[src/common/alarm_clock_pkg.sv]
package alarm_clock_pkg;

  typedef logic [3:0]  bcd_digit_t;   // one decimal digit
  typedef logic [23:0] clock_time_t;  // hh:mm:ss, digit 0 is seconds units
  typedef logic [2:0]  digit_sel_t;   // 1..6 pick digits 0..5, 0 picks none
  typedef logic [6:0]  seg_t;         // active low, bit 0 is segment a

  // largest legal value of digit idx
  // hours units depend on the hours tens of the same time
  function automatic bcd_digit_t digit_limit(input int unsigned idx,
                                             input bcd_digit_t hours_tens);
    case (idx)
      0: return 4'd9;
      1: return 4'd5;
      2: return 4'd9;
      3: return 4'd5;
      4: return (hours_tens == 4'd2) ? 4'd3 : 4'd9;
      5: return 4'd2;
      default: return 4'd9;
    endcase
  endfunction

  // hex digit to seven segments, gfedcba order, low lights a segment
  function automatic seg_t seg_encode(input bcd_digit_t value);
    case (value)
      4'h0: return 7'b1000000;
      4'h1: return 7'b1111001;
      4'h2: return 7'b0100100;
      4'h3: return 7'b0110000;
      4'h4: return 7'b0011001;
      4'h5: return 7'b0010010;
      4'h6: return 7'b0000010;
      4'h7: return 7'b1111000;
      4'h8: return 7'b0000000;
      4'h9: return 7'b0010000;
      4'ha: return 7'b0001000;
      4'hb: return 7'b0000011;
      4'hc: return 7'b1000110;
      4'hd: return 7'b0100001;
      4'he: return 7'b0000110;
      default: return 7'b0001110;  // F
    endcase
  endfunction

endpackage
[src/design/alarm_clock_top.sv]
module alarm_clock_top #(
  parameter int TICK_DIV    = 50_000_000,
  parameter int RING_CYCLES = 500_000_000,
  parameter int TONE_BIT    = 16
) (
  input  logic                        clock,
  input  logic                        ld_reset_old,
  input  logic                        set_time,
  input  logic                        set_alarm,
  input  logic                        motion,
  input  alarm_clock_pkg::digit_sel_t  digit_sel,
  input  alarm_clock_pkg::bcd_digit_t  set_value,
  output alarm_clock_pkg::seg_t        hex0,
  output alarm_clock_pkg::seg_t        hex1,
  output alarm_clock_pkg::seg_t        hex2,
  output alarm_clock_pkg::seg_t        hex3,
  output alarm_clock_pkg::seg_t        hex4,
  output alarm_clock_pkg::seg_t        hex5,
  output logic                        ringing,
  output logic                        buzzer
);

  import alarm_clock_pkg::*;

  logic        tick;
  logic        alarm_hit;
  clock_time_t time_now;
  clock_time_t alarm_time;

  tick_divider #(.TICK_DIV(TICK_DIV)) tick_divider_i (
    .clock(clock), .ld_reset_old(ld_reset_old), .set_time(set_time), .tick(tick)
  );

  time_counter time_counter_i (
    .clock(clock), .ld_reset_old(ld_reset_old), .tick(tick), .set_time(set_time),
    .digit_sel(digit_sel), .set_value(set_value), .time_now(time_now)
  );

  alarm_unit alarm_unit_i (
    .clock(clock), .ld_reset_old(ld_reset_old), .set_time(set_time),
    .set_alarm(set_alarm), .motion(motion), .digit_sel(digit_sel),
    .set_value(set_value), .time_now(time_now), .alarm_time(alarm_time),
    .alarm_hit(alarm_hit)
  );

  alarm_sounder #(.RING_CYCLES(RING_CYCLES), .TONE_BIT(TONE_BIT)) alarm_sounder_i (
    .clock(clock), .ld_reset_old(ld_reset_old), .alarm_hit(alarm_hit),
    .ringing(ringing), .buzzer(buzzer)
  );

  display_encoder display_encoder_i (
    .clock(clock), .ld_reset_old(ld_reset_old), .set_time(set_time),
    .set_alarm(set_alarm), .time_now(time_now), .alarm_time(alarm_time),
    .hex0(hex0), .hex1(hex1), .hex2(hex2), .hex3(hex3), .hex4(hex4), .hex5(hex5)
  );

endmodule

[src/design/display_encoder.sv]
module display_encoder (
  input  logic                        clock,
  input  logic                        ld_reset_old,
  input  logic                        set_time,
  input  logic                        set_alarm,
  input  alarm_clock_pkg::clock_time_t time_now,
  input  alarm_clock_pkg::clock_time_t alarm_time,
  output alarm_clock_pkg::seg_t        hex0,
  output alarm_clock_pkg::seg_t        hex1,
  output alarm_clock_pkg::seg_t        hex2,
  output alarm_clock_pkg::seg_t        hex3,
  output alarm_clock_pkg::seg_t        hex4,
  output alarm_clock_pkg::seg_t        hex5
);

  import alarm_clock_pkg::*;

  logic        show_alarm;
  clock_time_t shown;
  seg_t        seg_q [6];

  // alarm view only while setting the alarm and not the time
  assign show_alarm = set_alarm && !set_time;
  assign shown      = show_alarm ? alarm_time : time_now;

  always_ff @(posedge clock) begin
    if (ld_reset_old) begin
      for (int i = 0; i < 6; i++) begin
        seg_q[i] <= seg_encode(4'd0);  // blank clock reads 00:00:00
      end
    end else begin
      for (int i = 0; i < 6; i++) begin
        seg_q[i] <= seg_encode(shown[i*4 +: 4]);
      end
    end
  end

  assign hex0 = seg_q[0];
  assign hex1 = seg_q[1];
  assign hex2 = seg_q[2];
  assign hex3 = seg_q[3];
  assign hex4 = seg_q[4];
  assign hex5 = seg_q[5];

endmodule

[src/alarm/alarm_sounder.sv]
module alarm_sounder #(
  parameter int RING_CYCLES = 500_000_000,
  parameter int TONE_BIT    = 16
) (
  input  logic clock,
  input  logic ld_reset_old,
  input  logic alarm_hit,
  output logic ringing,
  output logic buzzer
);

  localparam int RING_W = $clog2(RING_CYCLES + 1);

  logic [RING_W-1:0] ring_cnt;   // cycles of ringing left
  logic [TONE_BIT:0] tone_cnt;

  always_ff @(posedge clock) begin
    if (ld_reset_old) begin
      ring_cnt <= '0;
      tone_cnt <= '0;
    end else if (alarm_hit) begin
      // a hit mid-ring restarts the duration
      ring_cnt <= RING_W'(RING_CYCLES);
      tone_cnt <= '0;
    end else begin
      if (ring_cnt != '0) begin
        ring_cnt <= ring_cnt - 1'b1;
      end
      tone_cnt <= tone_cnt + 1'b1;
    end
  end

  assign ringing = (ring_cnt != '0);
  assign buzzer  = ringing & tone_cnt[TONE_BIT];  // square wave only while ringing

endmodule

[src/alarm/alarm_unit.sv]
module alarm_unit (
  input  logic                        clock,
  input  logic                        ld_reset_old,
  input  logic                        set_time,
  input  logic                        set_alarm,
  input  logic                        motion,
  input  alarm_clock_pkg::digit_sel_t  digit_sel,
  input  alarm_clock_pkg::bcd_digit_t  set_value,
  input  alarm_clock_pkg::clock_time_t time_now,
  output alarm_clock_pkg::clock_time_t alarm_time,
  output logic                        alarm_hit
);

  import alarm_clock_pkg::*;

  logic [2:0] load_idx;
  logic       load_en;
  bcd_digit_t load_value;
  logic       armed;
  logic       match;

  assign load_idx = digit_sel - 3'd1;

  // set_time wins over set_alarm
  assign load_en = set_alarm && !set_time && (digit_sel != 3'd0) && (digit_sel <= 3'd6);

  // clamp against the alarm's own hours tens
  assign load_value = (set_value > digit_limit(load_idx, alarm_time[23:20])) ?
                      4'd0 : set_value;

  assign match = armed && (time_now == alarm_time) && !set_time && !set_alarm;

  always_ff @(posedge clock) begin
    if (ld_reset_old) begin
      alarm_time <= '0;
    end else if (load_en) begin
      alarm_time[load_idx*4 +: 4] <= load_value;
    end
  end

  always_ff @(posedge clock) begin
    if (ld_reset_old) begin
      armed     <= 1'b0;
      alarm_hit <= 1'b0;
    end else begin
      alarm_hit <= match;
      if (match) begin
        armed <= 1'b0;  // one ring per motion event
      end else if (motion) begin
        armed <= 1'b1;
      end
    end
  end

endmodule

[src/time_counter/time_counter.sv]
module time_counter (
  input  logic                       clock,
  input  logic                       ld_reset_old,
  input  logic                       tick,
  input  logic                       set_time,
  input  alarm_clock_pkg::digit_sel_t digit_sel,
  input  alarm_clock_pkg::bcd_digit_t set_value,
  output alarm_clock_pkg::clock_time_t time_now
);

  import alarm_clock_pkg::*;

  logic [2:0]  load_idx;
  logic        load_en;
  bcd_digit_t  load_value;
  clock_time_t time_next;

  // add one second, carry ripples through all six digits in one cycle
  function automatic clock_time_t next_second(input clock_time_t cur);
    clock_time_t nxt;
    logic        carry;
    bcd_digit_t  d;
    nxt   = cur;
    carry = 1'b1;
    for (int i = 0; i < 6; i++) begin
      d = cur[i*4 +: 4];
      if (carry) begin
        // >= also folds an out-of-range hour such as 27 back to zero
        if (d >= digit_limit(i, cur[23:20])) begin
          nxt[i*4 +: 4] = 4'd0;
        end else begin
          nxt[i*4 +: 4] = d + 4'd1;
          carry = 1'b0;
        end
      end
    end
    return nxt;
  endfunction

  assign load_idx = digit_sel - 3'd1;
  assign load_en  = set_time && (digit_sel != 3'd0) && (digit_sel <= 3'd6);

  // values above the digit range are written as zero
  assign load_value = (set_value > digit_limit(load_idx, time_now[23:20])) ?
                      4'd0 : set_value;

  assign time_next = next_second(time_now);

  always_ff @(posedge clock) begin
    if (ld_reset_old) begin
      time_now <= '0;
    end else if (set_time) begin
      if (load_en) begin
        time_now[load_idx*4 +: 4] <= load_value;
      end
    end else if (tick) begin
      time_now <= time_next;
    end
  end

endmodule

[src/design/tick_divider.sv]
module tick_divider #(
  parameter int TICK_DIV = 50_000_000
) (
  input  logic clock,
  input  logic ld_reset_old,
  input  logic set_time,
  output logic tick
);

  localparam int CNT_W = (TICK_DIV > 1) ? $clog2(TICK_DIV) : 1;
  localparam logic [CNT_W-1:0] CNT_LAST = CNT_W'(TICK_DIV - 1);

  logic [CNT_W-1:0] cnt;

  always_ff @(posedge clock) begin
    if (ld_reset_old) begin
      cnt  <= '0;
      tick <= 1'b0;
    end else if (set_time) begin
      // frozen while the user edits the time
      tick <= 1'b0;
    end else if (cnt == CNT_LAST) begin
      cnt  <= '0;
      tick <= 1'b1;  // one pulse per wrap
    end else begin
      cnt  <= cnt + 1'b1;
      tick <= 1'b0;
    end
  end

endmodule

[config.mk]
export PLATFORM = sky130hd
export DESIGN_NAME = alarm_clock_top
export DESIGN_NICKNAME = d
export VERILOG_FILES = /design/src/common/alarm_clock_pkg.sv /design/src/design/alarm_clock_top.sv /design/src/design/display_encoder.sv /design/src/alarm/alarm_sounder.sv /design/src/alarm/alarm_unit.sv /design/src/time_counter/time_counter.sv /design/src/design/tick_divider.sv
export SDC_FILE = /design/constraint.sdc
export NUM_CORES = 1
export LEC_CHECK = 0
export ABC_AREA = 1
export BUFFER_PORTS_ARGS = -buffer_cell sky130_fd_sc_hd__buf_2
export CORE_MARGIN = 1.5
export CORE_UTILIZATION = 55
export DETAILED_ROUTE_END_ITERATION = 8
export PLACE_DENSITY = 0.79
export SLEW_MARGIN = 0
export SYNTH_ARGS = -nofsm -noshare
export SYNTH_HDL_FRONTEND = slang
export SYNTH_HIERARCHICAL = 1
export SYNTH_SLANG_ARGS = --single-unit
[constraint.sdc]
create_clock -name clock -period 7.2 [get_ports clock]
set_clock_uncertainty 0.05 [all_clocks]
set_input_delay 1.44 -clock clock [delete_from_list [all_inputs] [get_ports clock]]
set_output_delay 1.44 -clock clock [all_outputs]
set_load 0.05 [all_outputs]
==> reports/metrics.yaml <==
sta:
  finalSetupViolCount: 0
  rsz0062_at_grt: "false"
  hold_viol_final: 0
  max_freq_mhz: 247
  slew_violations: 0
  period_share_pct: 56.2
  slew_headroom_pct: 41.1
  period_needed_ps: 4050
  fin_tns_setup_ps: 0
  tightestPinTransition_ps: 880
layout:
  n_fill_cell: 1863
  drive_above_1_share_pct: 11.5
  nets: 1826
  fin_util_pct: 61.2
  diodes: 0
  area_growth_pct: 9.38
  fin_cells: 2020
setup_path:
  crit_fanout: 12
  critical_path_class: "in -> reg"
  cpMaxStageDelayCell: "xnor2_2"
  r2r_slack_ps: 4490
  slowest_delay_ps: 330
  crit_path_start_kind: "primary input"
  critPathArrivalTime_ps: 4360
  cp_common_cell: "nand2_1"
  crit_family: "simple AND/OR/NAND/NOR gates"
  critical_path_buf_inv_count: 4
  worstPathRequired_ps: 7510
  path_cells: "buf_2, inv_1, ha_1, xnor2_2, inv_1, ha_1, inv_1, o22ai_1, nand2_1, ha_1, nand2_1, nand2_1, nand2_1, nand2_1, nand2_1, nand4_1, nor2_1, nor2_1, nor2_1"
  end_kind: "flop"
power:
  power_density_mw_per_mm2: 250
  p_leak_uw: 0.00588
  p_int_uw: 1940
  p_comb_share_pct: 32.3
  p_clk_share_pct: 33.0
  switchingPower_uw: 1150
  seqPwrFrac_pct: 34.7
  switching_share_pct: 37.3
  peakVddDrop_mv: 0.179
logic_synthesis:
  ys.flop_type: "dfxtp_1"
  ys_types: 50
  synth.top_cell.area_share_pct: 29.3
  synthArstFlopShare_pct: 0
  syn-num-nets: 1783
  synth.area.top_cells: "dfxtp_1, nand2_1, nor2_1"
  ys_ff_latch: 165
  synthesis.area_mm2: 0.0113
  yosysTopAreaCell: "dfxtp_1"
  seq_area_frac_synth_pct: 29.3
  avgSynthCellArea_um2: 6.66
  synth_cells: 1694
  yosys_warnings: 6
  synth-edff-count: 0
clock_network:
  cts_sinks: 165
  clock-root-buffer: "clkbuf_16"
  postCtsSetupRepairBufs: 0
  worstSkewPairLatency_ps: 440
  clkTransAtPathRegs_ps: 60
  htree_levels: 4
  cts-buffers-inserted: 17
  tritoncts: "built"
  cts_resized: 0
  clockBufferDepth: 2
  ctsHoldBuffers: 0
route:
  ant_nets: 0
  dr.pass1.iters: 5
  viasPerCell: 5.20
  num_vias: 10500
  drtIter0Drc: 784
  routed_wirelength_mm: 25.9
  wire_per_inst_um: 12.8
  drc: 0
floorplan:
  row_count: 52
  coreArea_mm2: 0.0202
  fp.dieH_um: 146
  dieArea_mm2: 0.0214
  io_pins: 56
  start_util_pct: 56.0
  die_w_um: 146
job:
  drv_cap: 0
placed_design:
  post-place-cells: 1988
  finalWeightedCongestion: 0.889
  dpl.hpwl_mm: 18.8
  portBuffers: 55
global_route:
  track_usage_pct: 24.2
  grt_pass1_vias: 9453
  grt_overflow: 0
  grt_pass1_wl_mm: 43.0
  antenna_found_initial: 0
  grt_max_degree: 55
outcome:
  status: "completed"
min_path:
  hp-class: "reg -> reg"
final cells by class:
cell class / count / area, µm² / area share [%]
well taps: 270 / 338 / 2.74
multi-input cells: 1291 / 6980 / 56.6
repair buffers: 56 / 283 / 2.29
flip-flops and latches: 165 / 3300 / 26.8
clock buffers: 18 / 439 / 3.56
clock inverters: 14 / 220 / 1.78
inverters: 206 / 781 / 6.32
cell families after synthesis:
family,after synthesis,synth area share (%)
muxes,1,0.0887
DFF,165,29.3
buffers and inverters,238,8.88
AOI/OAI and AO/OA,128,5.97
and+or+nand+nor,1031,43.0
xor gates and xnor gates,54,4.26
adders and majority gates,77,8.53
layer usage:
layer  track usage (%)  wire length, µm  vias to the layer above
met5                 0                0                        -
met1              33.3            12400                     4703
met2              39.5            11600                      305
met3              3.56             1590                       32
li1                  -                -                     5472
met4              6.72              325                        0
cells in the mapped netlist (2+ instances only):
| master | instances |
|---|---|
| a21oi_1 | 72 |
| and3_1 | 2 |
| buf_2 | 11 |
| buf_4 | 4 |
| buf_6 | 6 |
| clkbuf_1 | 9 |
| dfxtp_1 | 165 |
| ha_1 | 77 |
| inv_1 | 187 |
| inv_2 | 17 |
| nand2_1 | 404 |
| nand2_2 | 27 |
| nand2_4 | 20 |
| nand2_8 | 2 |
| nand3_1 | 162 |
| nand3_2 | 5 |
| nand3_4 | 7 |
| nand3b_1 | 19 |
| nand4_1 | 40 |
| nor2_1 | 292 |
| nor2_2 | 9 |
| nor2_4 | 8 |
| nor2_8 | 2 |
| nor3_1 | 18 |
| nor3_2 | 3 |
| nor3_4 | 2 |
| o21ai_0 | 42 |
| o21ai_1 | 7 |
| o22ai_1 | 2 |
| or2_2 | 2 |
| xnor2_1 | 25 |
| xor2_1 | 28 |
cells in the final DEF, fill, tap and decap left out, drive strengths merged:
cell type,synthesis,routed
mux2i,1,1
nor2,311,311
or4,1,1
bufinv,0,5
nand3,174,174
nand4,42,42
and2,2,2
inv,206,210
clkinv,0,2
o22ai,2,2
nor3,23,23
ha,77,77
a21oi,74,74
o21ai,50,50
or2,3,3
xnor2,26,26
buf,23,56
o21bai,1,1
clkinvlp,0,3
dfxtp,165,165
clkbuf,9,18
nand3b,19,19
o31ai,1,1
and3,2,2
xor2,28,28
nand2,453,453
nor3b,1,1
path summary, 6_finish.rpt:
check	from	to	cells after the start
setup / recovery	digit_sel[0]	alarm_unit_i/alarm_time[7]	19
hold / removal	alarm_sounder_i/tone_cnt[0]	alarm_sounder_i/tone_cnt[0]	1
setup reg to reg	time_counter_i/time_now[20]	time_counter_i/time_now[20]	15
hold reg to reg	alarm_sounder_i/tone_cnt[0]	alarm_sounder_i/tone_cnt[0]	1
state kept, by name, summed over array words and instances (netlist names):
name                      flops
time_counter_i/time_now      24
display_encoder_i/seg_q      42
alarm_unit_i/armed            1
alarm_sounder_i/tone_cnt     17
alarm_sounder_i/ring_cnt     29
tick_divider_i/tick           1
alarm_unit_i/alarm_hit        1
alarm_unit_i/alarm_time      24
tick_divider_i/cnt           26
power by group through the flow:
stage / Sequential (µW) / Combinational, µW / Clock, µW
2_1_floorplan: 1130 / 756 / 0
3_5_place_dp: 1090 / 974 / 0
3_3_place_gp: 1090 / 956 / 0
6_report: 1070 / 997 / 1020
5_1_grt: 1080 / 1130 / 1070
4_1_cts: 1070 / 989 / 1030
per-stage QoR:
stage               instance area (µm²)  power, µW  hold slack, ps  worst slack [ps]
floorplan                         11300       1890             368              3510
finish                            12300       3090             401              3150
global placement                  11700       2040             380              2920
global route                      12300       3280             444              2940
CTS                               12300       3090             405              3240
detailed placement                11700       2060             393              2820
Note: power is estimated with default switching activity, not from simulation.
